==> src/fpAddSettings.svh <==
// Single-precision field widths, bias and pipeline depth shared by the adder RTL and testbench
`ifndef FP_ADD_SETTINGS_SVH
`define FP_ADD_SETTINGS_SVH

// IEEE-754 binary32 layout
`define FP_EXP_WIDTH 8                      // Biased exponent field
`define FP_MAN_WIDTH 23                     // Stored fraction, implicit one not included

// Exponent encodings
`define FP_EXP_BIAS 127                     // Bias of the exponent field
`define FP_EXP_MAX 255                      // All-ones exponent, infinity

// Cycles from inValid to resultValid
`define FP_ADD_LATENCY 3                    // Align, add, normalize/round

`endif

==> src/fpAddPkg.sv <==
// Package with the binary32 field struct and raw/field union, referenced by scoped name
`include "fpAddSettings.svh"

package fpAddPkg;

    // Field view of one single-precision word
    typedef struct packed {
        logic                     sign;     // Sign, 1 means negative
        logic [`FP_EXP_WIDTH-1:0] exponent; // Biased exponent
        logic [`FP_MAN_WIDTH-1:0] fraction; // Fraction bits below the implicit one
    } fpFields;

    // Same 32 bits seen as a raw word or as decoded fields
    typedef union packed {
        logic [`FP_EXP_WIDTH+`FP_MAN_WIDTH:0] raw; // Raw bits as carried on the top level
        fpFields                              fields; // Decoded view used inside the stages
    } fpWord;

endpackage

==> src/Alignment.sv <==
// Pipeline stage 1: unpack both operands, order them by magnitude and align the smaller mantissa
`timescale 1ns/100ps
`include "fpAddSettings.svh"

module Alignment
(
    input  logic                     clock,
    input  logic                     reset,
    input  logic                     inValid,
    input  fpAddPkg::fpWord          operandA,
    input  fpAddPkg::fpWord          operandB,
    output logic                     alignValid,
    output logic [`FP_MAN_WIDTH:0]   largeMantissa,
    output logic [`FP_MAN_WIDTH:0]   smallMantissa,
    output logic                     guardBit,
    output logic                     roundBit,
    output logic                     stickyBit,
    output logic [`FP_EXP_WIDTH-1:0] alignExponent,
    output logic                     resultSign,
    output logic                     effectiveSubtract
);

fpAddPkg::fpWord            largeOperand, smallOperand;     // Operands after magnitude ordering
logic                       aIsLarge;                       // A has the larger magnitude
logic [`FP_EXP_WIDTH-1:0]   exponentDifferential;           // Right shift for the small operand
logic [`FP_MAN_WIDTH+2:0]   extendedSmall;                  // Implicit one, fraction, two zero bits
logic [`FP_MAN_WIDTH+2:0]   shiftedSmall;                   // Mantissa, guard and round after shift
logic                       lostBits;                       // OR of everything shifted past round

always_comb
begin
    // Exponent and fraction are adjacent, so one compare orders by magnitude
    aIsLarge = {operandA.fields.exponent, operandA.fields.fraction} >=
               {operandB.fields.exponent, operandB.fields.fraction};
    largeOperand = aIsLarge ? operandA : operandB;          // Larger magnitude keeps its place
    smallOperand = aIsLarge ? operandB : operandA;          // Smaller one gets shifted

    exponentDifferential = largeOperand.fields.exponent - smallOperand.fields.exponent;
    extendedSmall = {1'b1, smallOperand.fields.fraction, 2'b00}; // Add implicit one, room for G and R
    shiftedSmall = extendedSmall >> exponentDifferential;   // Line up with the large operand

    if (exponentDifferential > (`FP_MAN_WIDTH + 3))
        lostBits = |extendedSmall;                          // Whole mantissa falls past round
    else
        lostBits = |(extendedSmall << ((`FP_MAN_WIDTH + 3) - exponentDifferential)); // Low bits only
end

always_ff @(posedge clock)
begin
    if (reset)
        alignValid <= 1'b0;                                 // Pipeline empty after reset
    else
        alignValid <= inValid;                              // Strobe follows the data by one cycle
end

always_ff @(posedge clock)
begin
    if (inValid)
    begin
        largeMantissa     <= {1'b1, largeOperand.fields.fraction}; // Large operand with implicit one
        smallMantissa     <= shiftedSmall[`FP_MAN_WIDTH+2:2];      // Top 24 bits after the shift
        guardBit          <= shiftedSmall[1];                      // First bit below the mantissa
        roundBit          <= shiftedSmall[0];                      // Second bit below
        stickyBit         <= lostBits;
        alignExponent     <= largeOperand.fields.exponent;         // Common exponent after alignment
        resultSign        <= largeOperand.fields.sign;             // Larger magnitude sets the sign
        effectiveSubtract <= operandA.fields.sign ^ operandB.fields.sign; // Signs differ, so subtract
    end
end

// With equal exponents the ordering alone must keep large above small
zeroShiftOrdered: assert property (@(posedge clock) disable iff (reset)
    inValid && (exponentDifferential == '0) |=> largeMantissa >= smallMantissa);

endmodule

==> src/MantissaAddSub.sv <==
// Pipeline stage 2: add or subtract the aligned mantissas and register the wide sum
`timescale 1ns/100ps
`include "fpAddSettings.svh"

module MantissaAddSub
(
    input  logic                     clock,
    input  logic                     reset,
    input  logic                     alignValid,
    input  logic [`FP_MAN_WIDTH:0]   largeMantissa,
    input  logic [`FP_MAN_WIDTH:0]   smallMantissa,
    input  logic                     guardBit,
    input  logic                     roundBit,
    input  logic                     stickyBit,
    input  logic [`FP_EXP_WIDTH-1:0] alignExponent,
    input  logic                     resultSign,
    input  logic                     effectiveSubtract,
    output logic                     sumValid,
    output logic [`FP_MAN_WIDTH+4:0] sumMantissa,
    output logic [`FP_EXP_WIDTH-1:0] sumExponent,
    output logic                     sumSign
);

logic [`FP_MAN_WIDTH+4:0] largeExtended;                    // Carry slot, mantissa, three zero bits
logic [`FP_MAN_WIDTH+4:0] smallExtended;                    // Carry slot, mantissa, G, R, S
logic [`FP_MAN_WIDTH+4:0] rawSum;

always_comb
begin
    largeExtended = {1'b0, largeMantissa, 3'b000};
    smallExtended = {1'b0, smallMantissa, guardBit, roundBit, stickyBit};
    if (effectiveSubtract)
        rawSum = largeExtended - smallExtended;             // Ordered by magnitude, never negative
    else
        rawSum = largeExtended + smallExtended;             // May set the carry bit
end

always_ff @(posedge clock)
begin
    if (reset)
        sumValid <= 1'b0;
    else
        sumValid <= alignValid;
end

always_ff @(posedge clock)
begin
    if (alignValid)
    begin
        sumMantissa <= rawSum;
        sumExponent <= alignExponent;                       // Exponent rides along unchanged
        sumSign     <= resultSign;
    end
end

// Stage 1 ordering guarantees a difference without a borrow into the carry slot
subtractNoCarry: assert property (@(posedge clock) disable iff (reset)
    alignValid && effectiveSubtract |=> !sumMantissa[`FP_MAN_WIDTH+4]);

endmodule

==> src/NormalizeRound.sv <==
// Pipeline stage 3: normalize the sum, round to nearest even and pack the binary32 result
`timescale 1ns/100ps
`include "fpAddSettings.svh"

module NormalizeRound
(
    input  logic                     clock,
    input  logic                     reset,
    input  logic                     sumValid,
    input  logic [`FP_MAN_WIDTH+4:0] sumMantissa,
    input  logic [`FP_EXP_WIDTH-1:0] sumExponent,
    input  logic                     sumSign,
    output logic                     resultValid,
    output fpAddPkg::fpWord          result
);

logic                             carryOut;                 // Sum reached two or more
logic [4:0]                       leadZeros;                // Left shift when there is no carry
logic [`FP_MAN_WIDTH+3:0]         normMantissa;             // Leading one, fraction, G, R, S
logic signed [`FP_EXP_WIDTH+1:0]  normExponent;             // Wide so over and underflow show
logic                             roundUp;
logic [`FP_MAN_WIDTH+1:0]         roundedMantissa;          // Extra top bit catches rounding carry
logic signed [`FP_EXP_WIDTH+1:0]  finalExponent;
fpAddPkg::fpWord                  packedResult;

// Leading-zero count below the carry bit, highest set bit wins
always_comb
begin
    leadZeros = '0;
    for (int i = 0; i <= `FP_MAN_WIDTH + 3; i++)
    begin
        if (sumMantissa[i])
            leadZeros = 5'((`FP_MAN_WIDTH + 3) - i);
    end
end

always_comb
begin
    carryOut = sumMantissa[`FP_MAN_WIDTH+4];

    if (carryOut)
    begin
        // Shift right one, folding the dropped bit into sticky
        normMantissa = {sumMantissa[`FP_MAN_WIDTH+4:2], sumMantissa[1] | sumMantissa[0]};
        normExponent = $signed({2'b00, sumExponent}) + 10'sd1;
    end
    else
    begin
        normMantissa = sumMantissa[`FP_MAN_WIDTH+3:0] << leadZeros; // Bring the leading one to the top
        normExponent = $signed({2'b00, sumExponent}) - $signed({5'd0, leadZeros});
    end

    // Nearest even: guard decides, round|sticky or an odd LSB breaks the tie
    roundUp = normMantissa[2] & (normMantissa[1] | normMantissa[0] | normMantissa[3]);
    roundedMantissa = {1'b0, normMantissa[`FP_MAN_WIDTH+3:3]} + {{(`FP_MAN_WIDTH+1){1'b0}}, roundUp};
    finalExponent = normExponent + $signed({9'd0, roundedMantissa[`FP_MAN_WIDTH+1]}); // Rounding carry

    packedResult.fields.sign = sumSign;
    packedResult.fields.exponent = finalExponent[`FP_EXP_WIDTH-1:0];
    packedResult.fields.fraction = roundedMantissa[`FP_MAN_WIDTH-1:0]; // Zero after a rounding carry

    if ((sumMantissa == '0) || (finalExponent <= 0))
        packedResult.raw = '0;                              // Exact cancel or underflow, positive zero
    else if (finalExponent >= `FP_EXP_MAX)
    begin
        packedResult.fields.exponent = '1;                  // Overflow to signed infinity
        packedResult.fields.fraction = '0;
    end
end

always_ff @(posedge clock)
begin
    if (reset)
        resultValid <= 1'b0;
    else
        resultValid <= sumValid;
end

always_ff @(posedge clock)
begin
    if (sumValid)
        result <= packedResult;
end

// No NaN encodings may leave the adder
noNanOut: assert property (@(posedge clock) disable iff (reset)
    sumValid |=> (result.fields.exponent != '1) || (result.fields.fraction == '0));

endmodule

==> src/FpAdder.sv <==
// Top level of the three-stage binary32 adder, chaining align, add/sub and normalize/round stages
`timescale 1ns/100ps
`include "fpAddSettings.svh"

module FpAdder
(
    input  logic            clock,
    input  logic            reset,
    input  logic            inValid,
    input  fpAddPkg::fpWord operandA,
    input  fpAddPkg::fpWord operandB,
    output logic            resultValid,
    output fpAddPkg::fpWord result
);

// Stage 1 to stage 2
logic                     alignValid;
logic [`FP_MAN_WIDTH:0]   largeMantissa;                    // With implicit one
logic [`FP_MAN_WIDTH:0]   smallMantissa;                    // Shifted into alignment
logic                     guardBit;
logic                     roundBit;
logic                     stickyBit;
logic [`FP_EXP_WIDTH-1:0] alignExponent;
logic                     resultSign;
logic                     effectiveSubtract;

// Stage 2 to stage 3
logic                     sumValid;
logic [`FP_MAN_WIDTH+4:0] sumMantissa;                      // Carry, mantissa, G, R, S
logic [`FP_EXP_WIDTH-1:0] sumExponent;
logic                     sumSign;

Alignment alignStage (
    .clock             (clock),
    .reset             (reset),
    .inValid           (inValid),
    .operandA          (operandA),
    .operandB          (operandB),
    .alignValid        (alignValid),
    .largeMantissa     (largeMantissa),
    .smallMantissa     (smallMantissa),
    .guardBit          (guardBit),
    .roundBit          (roundBit),
    .stickyBit         (stickyBit),
    .alignExponent     (alignExponent),
    .resultSign        (resultSign),
    .effectiveSubtract (effectiveSubtract)
);

MantissaAddSub addStage (
    .clock             (clock),
    .reset             (reset),
    .alignValid        (alignValid),
    .largeMantissa     (largeMantissa),
    .smallMantissa     (smallMantissa),
    .guardBit          (guardBit),
    .roundBit          (roundBit),
    .stickyBit         (stickyBit),
    .alignExponent     (alignExponent),
    .resultSign        (resultSign),
    .effectiveSubtract (effectiveSubtract),
    .sumValid          (sumValid),
    .sumMantissa       (sumMantissa),
    .sumExponent       (sumExponent),
    .sumSign           (sumSign)
);

NormalizeRound roundStage (
    .clock       (clock),
    .reset       (reset),
    .sumValid    (sumValid),
    .sumMantissa (sumMantissa),
    .sumExponent (sumExponent),
    .sumSign     (sumSign),
    .resultValid (resultValid),
    .result      (result)
);

endmodule

==> config.mk <==
export PLATFORM = sky130hd
export DESIGN_NAME = FpAdder
export DESIGN_NICKNAME = d
export VERILOG_FILES = /design/src/fpAddPkg.sv /design/src/Alignment.sv /design/src/MantissaAddSub.sv /design/src/NormalizeRound.sv /design/src/FpAdder.sv
export VERILOG_INCLUDE_DIRS = /design/src
export SDC_FILE = /design/constraint.sdc
export NUM_CORES = 1
export LEC_CHECK = 0
export ABC_CLOCK_PERIOD_IN_PS = 7600
export BUFFER_PORTS_ARGS = -buffer_cell sky130_fd_sc_hd__buf_2
export CELL_PAD_IN_SITES_DETAIL_PLACEMENT = 0
export CELL_PAD_IN_SITES_GLOBAL_PLACEMENT = 1
export CORE_MARGIN = 2
export CORE_UTILIZATION = 40
export DETAILED_ROUTE_END_ITERATION = 6
export PLACE_DENSITY_LB_ADDON = 0.1
export SYNTH_ARGS = -nofsm -noshare
export SYNTH_HDL_FRONTEND = slang
export SYNTH_SLANG_ARGS = --single-unit
==> constraint.sdc <==
create_clock -name clock -period 7.6 [get_ports clock]
set_input_delay 1.52 -clock clock [delete_from_list [all_inputs] [get_ports clock]]
set_output_delay 1.52 -clock clock [all_outputs]
set_load 0.02 [all_outputs]
==> After elaboration in Yosys (flattened, before gate mapping) <==
Index checks and enable logic that the tools add are counted.
{ "op_classes": {"n_shift": 3, "n_bitwise": 5, "n_div": 0, "n_addsub": 8, "n_mul": 0, "n_reduce_logical": 4, "n_lt_le_gt_ge": 4, "eq_ne": 0, "n_mux": 33} }
{ "ops": {"columns": ["operator", "count"], "rows": [
  ["$mux W5", 27],
  ["$mux W31", 2],
  ["$mux W32", 1],
  ["$shl A26 B32 Y26", 1],
  ["$ge A31 B31 Y1", 1],
  ["$add A27 B27 Y28", 1],
  ["$logic_not A28 Y1", 1],
  ["$mux W28", 1],
  ["$sub A27 B27 Y28", 1],
  ["$mux W27", 1],
  ["$shl A27 B5 Y27", 1],
  ["$reduce_or A26 Y1", 1],
  ["$shr A26 B8 Y26", 1],
  ["$add A24 B1 Y25", 1],
  ["$add A10 B2 Y10", 1],
  ["$ge A10 B9 Y1 const B", 1],
  ["$le A10 B1 Y1 const B", 1],
  ["$mux W10", 1],
  ["$add A8 B1 Y9 const B", 1],
  ["$sub A5 B8 Y9 const A", 1],
  ["$sub A8 B5 Y9", 1],
  ["$gt A8 B5 Y1 const B", 1],
  ["$sub A8 B8 Y8", 1],
  ["$or A1 B1 Y1", 3],
  ["4 further kinds", 4]
]} }
{ "totals": {"n_memories": 0, "output_inout_bits": 33, "wordCells": 73, "ram_bits": 0, "latchBits": 0, "romBits": 0, "register_bits": 132} }

==> Depth between registers and ports, before layout <==
{ "depth": {"depth_word": 37, "ltp_mapped": 29, "depth_no_buf": 26} }

==> Cells and area by module <==
A second synthesis with hierarchy kept.
{ "hier_totals": {"hier_cells": 1651, "hier_area_um2": 14478.9} }
{ "modules_own_cells": {"columns": ["mod", "seq_area_each_um2", "area_each_um2", "cells_each", "n_inst"], "rows": [
  ["Alignment", 1821.7, 5766.8, 593, 1],
  ["NormalizeRound", 980.9, 4865.9, 605, 1],
  ["MantissaAddSub", 1131.1, 3846.2, 453, 1]
]} }

==> Worst setup path before layout <==
No wires, ideal clock.
{ "synth_path": {"path_type": "input to register", "start": "input port operandB[29] in the netlist's numbering", "end": "register alignStage.stickyBit, data pin", "t_arrival_ps": 6401, "n_path_buf": 5, "cell_stages": 23, "slack_ps": 941, "t_required_ps": 7341, "path_cell_list": "inv_1 ha_1 clkbuf_2 nand4_1 or4_1 o211ai_1 nor2_1 buf_2 buf_1 clkbuf_1 nor2_1 a21oi_1 ha_1 or2_2 o21ai_0 o211ai_1 buf_1 xnor2_1 nor2_1 o22a_1 or4_1 a31oi_1 o21ai_1"} }
{ "synth_between": {"elab_chain_cells": 6} }
{ "synth_lines": {"columns": ["element", "line_no", "text"], "rows": [
  ["start, declared", "FpAdder.sv:11", "input fpAddPkg::fpWord operandB,"],
  ["$ge A31 B31 Y1", "Alignment.sv:33", "aIsLarge = {operandA.fields.exponent, operandA.fields.fraction} >="],
  ["$mux W32 / $mux W31 (equally long branches)", "Alignment.sv:35, Alignment.sv:36", null],
  ["$sub A8 B8 Y8", "Alignment.sv:38", "exponentDifferential = largeOperand.fields.exponent - smallOperand.fields.exponent;"],
  ["$sub A5 B8 Y9", "Alignment.sv:45", "lostBits = |(extendedSmall << ((`FP_MAN_WIDTH + 3) - exponentDifferential));"],
  ["$shl A26 B32 Y26", "Alignment.sv:45", null],
  ["$reduce_or A26 Y1", "Alignment.sv:45", null],
  ["end signal, assigned", "Alignment.sv:64", "stickyBit <= lostBits;"],
  ["end, declared", "Alignment.sv:17", "output logic stickyBit,"]
]} }
Several ways; a longest one is shown, not always the timed one.
A chain may end at the register's enable or synchronous reset.

==> Worst setup path after layout <==
{ "layout_path": {"start": "register addStage.sumMantissa[24]", "end": "register roundStage.result[20] in the netlist's numbering, data pin"} }
{ "layout_between": {"elab_chain_cells": 13} }
{ "layout_lines": {"columns": ["element", "line_no", "text"], "rows": [
  ["start, declared", "MantissaAddSub.sv:19", "output logic [`FP_MAN_WIDTH+4:0] sumMantissa,"],
  ["start signal, assigned", "MantissaAddSub.sv:50", "sumMantissa <= rawSum;"],
  ["$mux W5 (3 in series)", "NormalizeRound.sv:32", "if (sumMantissa[i])"],
  ["$shl A27 B5 Y27", "NormalizeRound.sv:49", "normMantissa = sumMantissa[`FP_MAN_WIDTH+3:0] << leadZeros;"],
  ["$mux W27", "NormalizeRound.sv:41", "if (carryOut)"],
  ["$or A1 B1 Y1 (2 in series)", "NormalizeRound.sv:54", "roundUp = normMantissa[2] & (normMantissa[1] | normMantissa[0] | normMantissa[3]);"],
  ["$and A1 B1 Y1", "NormalizeRound.sv:54", null],
  ["$add A24 B1 Y25", "NormalizeRound.sv:55", "roundedMantissa = {1'b0, normMantissa[`FP_MAN_WIDTH+3:3]} + {{(`FP_MAN_WIDTH+1){1'b0}}, roundUp};"],
  ["$add A10 B2 Y10", "NormalizeRound.sv:56", "finalExponent = normExponent + $signed({9'd0, roundedMantissa[`FP_MAN_WIDTH+1]});"],
  ["$le A10 B1 Y1", "NormalizeRound.sv:62", "if ((sumMantissa == '0) || (finalExponent <= 0))"],
  ["$logic_or A1 B1 Y1", "NormalizeRound.sv:62", null],
  ["$reduce_or A2 Y1 (no source line)", null, null],
  ["end signal, assigned", "NormalizeRound.sv:82", "result <= packedResult;"],
  ["end, declared", "NormalizeRound.sv:14", "output fpAddPkg::fpWord result"]
]} }
Several ways; a longest one is shown, not always the timed one.

==> results.txt <==
----------------------------------------------------
[Status]
  Result of the run ... completed

[STA]
  Final clock skew ... 0.00979 ns
  Final Hold Viols ... 0
  Endpoints failing setup ... 0
  Worst path setup slack after routing ... 0.499 ns
  Unrepaired setup endpoints after global routing ... false
  Remaining max-slew budget at the tightest pin ... 43.8%
  Final period demand of the worst path ... 7.10 ns
  Post-route fraction of the period consumed by the critical path ... 93.4%
  Max Freq ... 0.141 GHz
  Worst slew pin tran ... 0.840 ns
  Max-slew violation count ... 0
  Setup TNS ... 0 ns

[Synth]
  Cell count after synthesis ... 1620
  Net count of the mapped netlist ... 1778
  Main synth FF type ... edfxtp_1
  Fraction of synthesis flops using an asynchronous set or reset pin ... 0%
  Mux cell area share after synthesis ... 9.41%
  Simple-gate share of the synthesized area ... 18.7%
  Fraction of the mapped netlist area in compound gates ... 23.9%
  Portion of the post-synthesis area used by sequential elements ... 29.1%
  Number of synthesized flops with an enable pin ... 129
  Syn_area_per_cell ... 8.35 um^2
  Adder-cell area share of the yosys netlist ... 8.53%
  Area of the mapped netlist ... 0.0135 mm^2
  Synthesized-area fraction occupied by xor and xnor cells ... 3.56%
  Combinational family with the most area after synthesis ... compound AO/OA/AOI/OAI gates
  Number of unique standard cell types used by synthesis ... 101
  Yosys Warn Count ... 0
  Number of synthesized register bits ... 132

[Critical path]
  Worst-case register-to-register setup slack ... 0.50 ns
  Kind of end point of the critical path ... flip-flop
  Kind of critical path ... reg -> reg
  Launch point of the worst reg-to-reg path ... addStage.sumMantissa[24]
  Launching element type of the critical path ... flip-flop
  Reg2Reg Depth ... 25
  CP Max Fanout ... 22
  FF-to-FF End ... roundStage.result[20]
  Data arrival time of the worst path ... 7.29 ns
  Critical path required time ... 7.78 ns

[Run]
  # Max-Cap Violations ... 0

[Clock network]
  TritonCTS buffer count ... 17
  CTS sink cnt ... 132
  Number of levels the H-tree was split into ... 4
  Buffers from clock root to sink, at most ... 2
  # resized after CTS ... 0
  Post-CTS Setup Inserts ... 0
  Worst-skew pair later-pin latency ... 0.44 ns
  Master cell of the clock root buffer ... clkbuf_16
  CTS clock-pin slew for the worst setup and hold paths ... 0.06 ns
  Count of hold-fix buffers inserted at cts ... 0
  Clock tree from TritonCTS ... done

[Worst hold path]
  Startpoint of the worst hold path ... alignStage.alignExponent[6]
  Min-delay worst type ... reg -> reg
  Worst hold path depth ... 0
  Hold worst-path end ... addStage.sumExponent[6]

[GRT]
  Global Route Usage Sum ... 24.4%
  Via count of the first global-routing pass ... 12043
  Wire length of the first global-routing pass ... 68000 um
  Global route total overflow ... 0
  Largest net degree at the start of global routing ... 62
  Antenna violations before repair ... 0

[Power]
  Clk network pwr share ... 22.9%
  Internal power ... 2.01 mW
  Switching share of power ... 42.2%
  Total power of the final layout ... 3.48 mW
  Peak supply drop ... 0.000172 V
  Combinational share of power ... 47.7%
  Switching power summed over all nets ... 1.47 mW
  Static power due to leakage ... 6.04 nW
  Sequential Power Share ... 29.5%
  Total power divided by cell area ... 233 mW/mm^2

[Place]
  Post-DP HPWL ... 33900 um
  Setup Slack @ Placement ... 0.656 ns
  # port buffers ... 99
  Global placement routability congestion ... 0.883
  Placement Cell Area ... 0.0144 mm^2

[Final layout]
  Leading cell type in the layout, fill and taps excluded ... a21oi_1
  Multi-input logic area ... 0.00868 mm^2
  Fillers ... 3405
  Synth-to-Final Area Change ... 10.5%
  Most frequent cells in the layout ... a21oi_1 (157), nand2_1 (145), nor2_1 (141), edfxtp_1 (129), inv_1 (121)
  Fraction of final layout cells with drive strength greater than 1 ... 13.3%
  Post-Layout Inst Area ... 0.0149 mm^2
  Ant. Diodes ... 0
  Number of nets in the final layout ... 1830
  Register area ... 0.00393 mm^2

[Drt]
  Number of antenna-violating nets in the routed design ... 0
  Detailed-route DRC error count ... 0
  Detailed Route WL ... 42800 um
  Mean routed wirelength per cell ... 20.1 um
  Avg Vias per Cell ... 5.89
  Drt initial violations ... 1024
  Router iterations before antenna repair ... 5
  Total via count in the routed design ... 12563

[Floorplan]
  Std-Cell Rows ... 67
  Y dimension of the die ... 188 um
  I/O pin cnt ... 100
  Die boundary width ... 188 um
  Effective utilization at floorplan ... 40.4%
  Core Area ... 0.0334 mm^2
  Area enclosed by the die boundary ... 0.0353 mm^2

----------------------------------------------------
worst max-delay path by stage:
stage | start | to | slack [ns] | depth (start not counted)
3_3_place_gp | addStage.sumMantissa[24] | roundStage.result[20] | 0.62 | 26
2_1_floorplan | operandB[29] | alignStage.stickyBit | 0.94 | 23
5_1_grt | addStage.sumMantissa[24] | roundStage.result[20] | 0.02 | 26
6_report | addStage.sumMantissa[24] | roundStage.result[20] | 0.50 | 25
4_1_cts | addStage.sumMantissa[24] | roundStage.result[20] | 0.58 | 25
3_5_place_dp | addStage.sumMantissa[24] | roundStage.result[20] | 0.66 | 25
critical path, cell delays in order (launching register included):
cell and delay, ns:
edfxtp_1 0.55, nor3_4 0.30, o21ai_2 0.15, a2111oi_4 0.42, o21a_1 0.52, nor2_8 0.12
inv_8 0.18, mux4_1 0.69, a22oi_1 0.41, inv_1 0.09, a221oi_1 0.68, nor3b_2 0.16
nand3_1 0.24, nor3_1 0.08, and2_1 0.17, ha_1 0.21, and3_1 0.20, xor2_1 0.18
nor4_1 0.33, nand3_1 0.11, or3_1 0.35, nand4b_1 0.19, buf_4 0.29, nor2_1 0.06
o21ai_0 0.08, nand2_1 0.06
kinds of logic (layout without fill, tap and decap cells):
kind of cell,after synthesis,count (layout)
and+or+nand+nor,523,523
AOI/OAI and AO/OA,498,498
buffers and inverters,221,286
DFF,132,132
muxes,100,100
adders and majority gates,91,91
xor gates and xnor gates,55,55
per-layer routing:
layer | track usage (%) | share of wire, %
met1 | 32.8 | 46
met2 | 40.5 | 46
met3 | 3.50 | 4.8
met4 | 8.06 | 2.5
met5 | 0 | 0
power by group through the flow:
stage	sequential [mW]	combinational (mW)	clock (mW)
2_1_floorplan	0.987	1.23	0
3_5_place_dp	1.04	1.64	0
6_report	1.03	1.66	0.796
5_1_grt	1.04	1.83	0.844
4_1_cts	1.03	1.64	0.813
3_3_place_gp	1.04	1.64	0
metrics by stage:
| stage | util (%) | hold WS (ns) | cells |
|---|---|---|---|
| finish | 44.7 | 0.417 | 2133 |
| global route | 44.7 | 0.426 | 2133 |
| CTS | 44.7 | 0.419 | 2133 |
| detailed placement | 43.0 | 0.405 | 2101 |
| global placement | 43.0 | 0.402 | 2101 |
| floorplan | - | 0.400 | 1620 |
registers in the layout (all words and copies together), names as in the netlist, 8 cells and up:
register	flops
addStage.sumExponent	8
addStage.sumMantissa	28
alignStage.alignExponent	8
alignStage.largeMantissa	23
alignStage.smallMantissa	24
roundStage.result	32
synth_stat cells (all sizes together), types with 17 or more instances:
library cell | instances | share of area (%)
mux4 | 18 | 3.2
o21ai | 119 | 4.5
mux2i | 65 | 4.8
nand3 | 47 | 1.7
nor2 | 143 | 4.1
nor3 | 52 | 2.0
nor2b | 18 | 0.85
a21o | 17 | 0.94
nand4 | 21 | 0.97
and2 | 17 | 0.79
clkbuf | 58 | 1.7
xnor2 | 34 | 2.2
mux2 | 17 | 1.4
ha | 89 | 8.2
a21oi | 158 | 5.8
buf | 37 | 1.5
nand2 | 147 | 4.1
xor2 | 21 | 1.4
inv | 123 | 3.5
edfxtp | 129 | 29
a211oi | 23 | 1.3
final cells by class:
| cell class | count | area share (%) |
|---|---|---|
| multi-input cells | 1267 | 58.1 |
| flip-flops and latches | 132 | 26.3 |
| repair buffers | 128 | 4.77 |
| well taps | 448 | 3.75 |
| inverters | 126 | 3.22 |
| clock buffers | 19 | 2.96 |
| clock inverters | 13 | 0.854 |
Power figures use the tool's default switching activity.
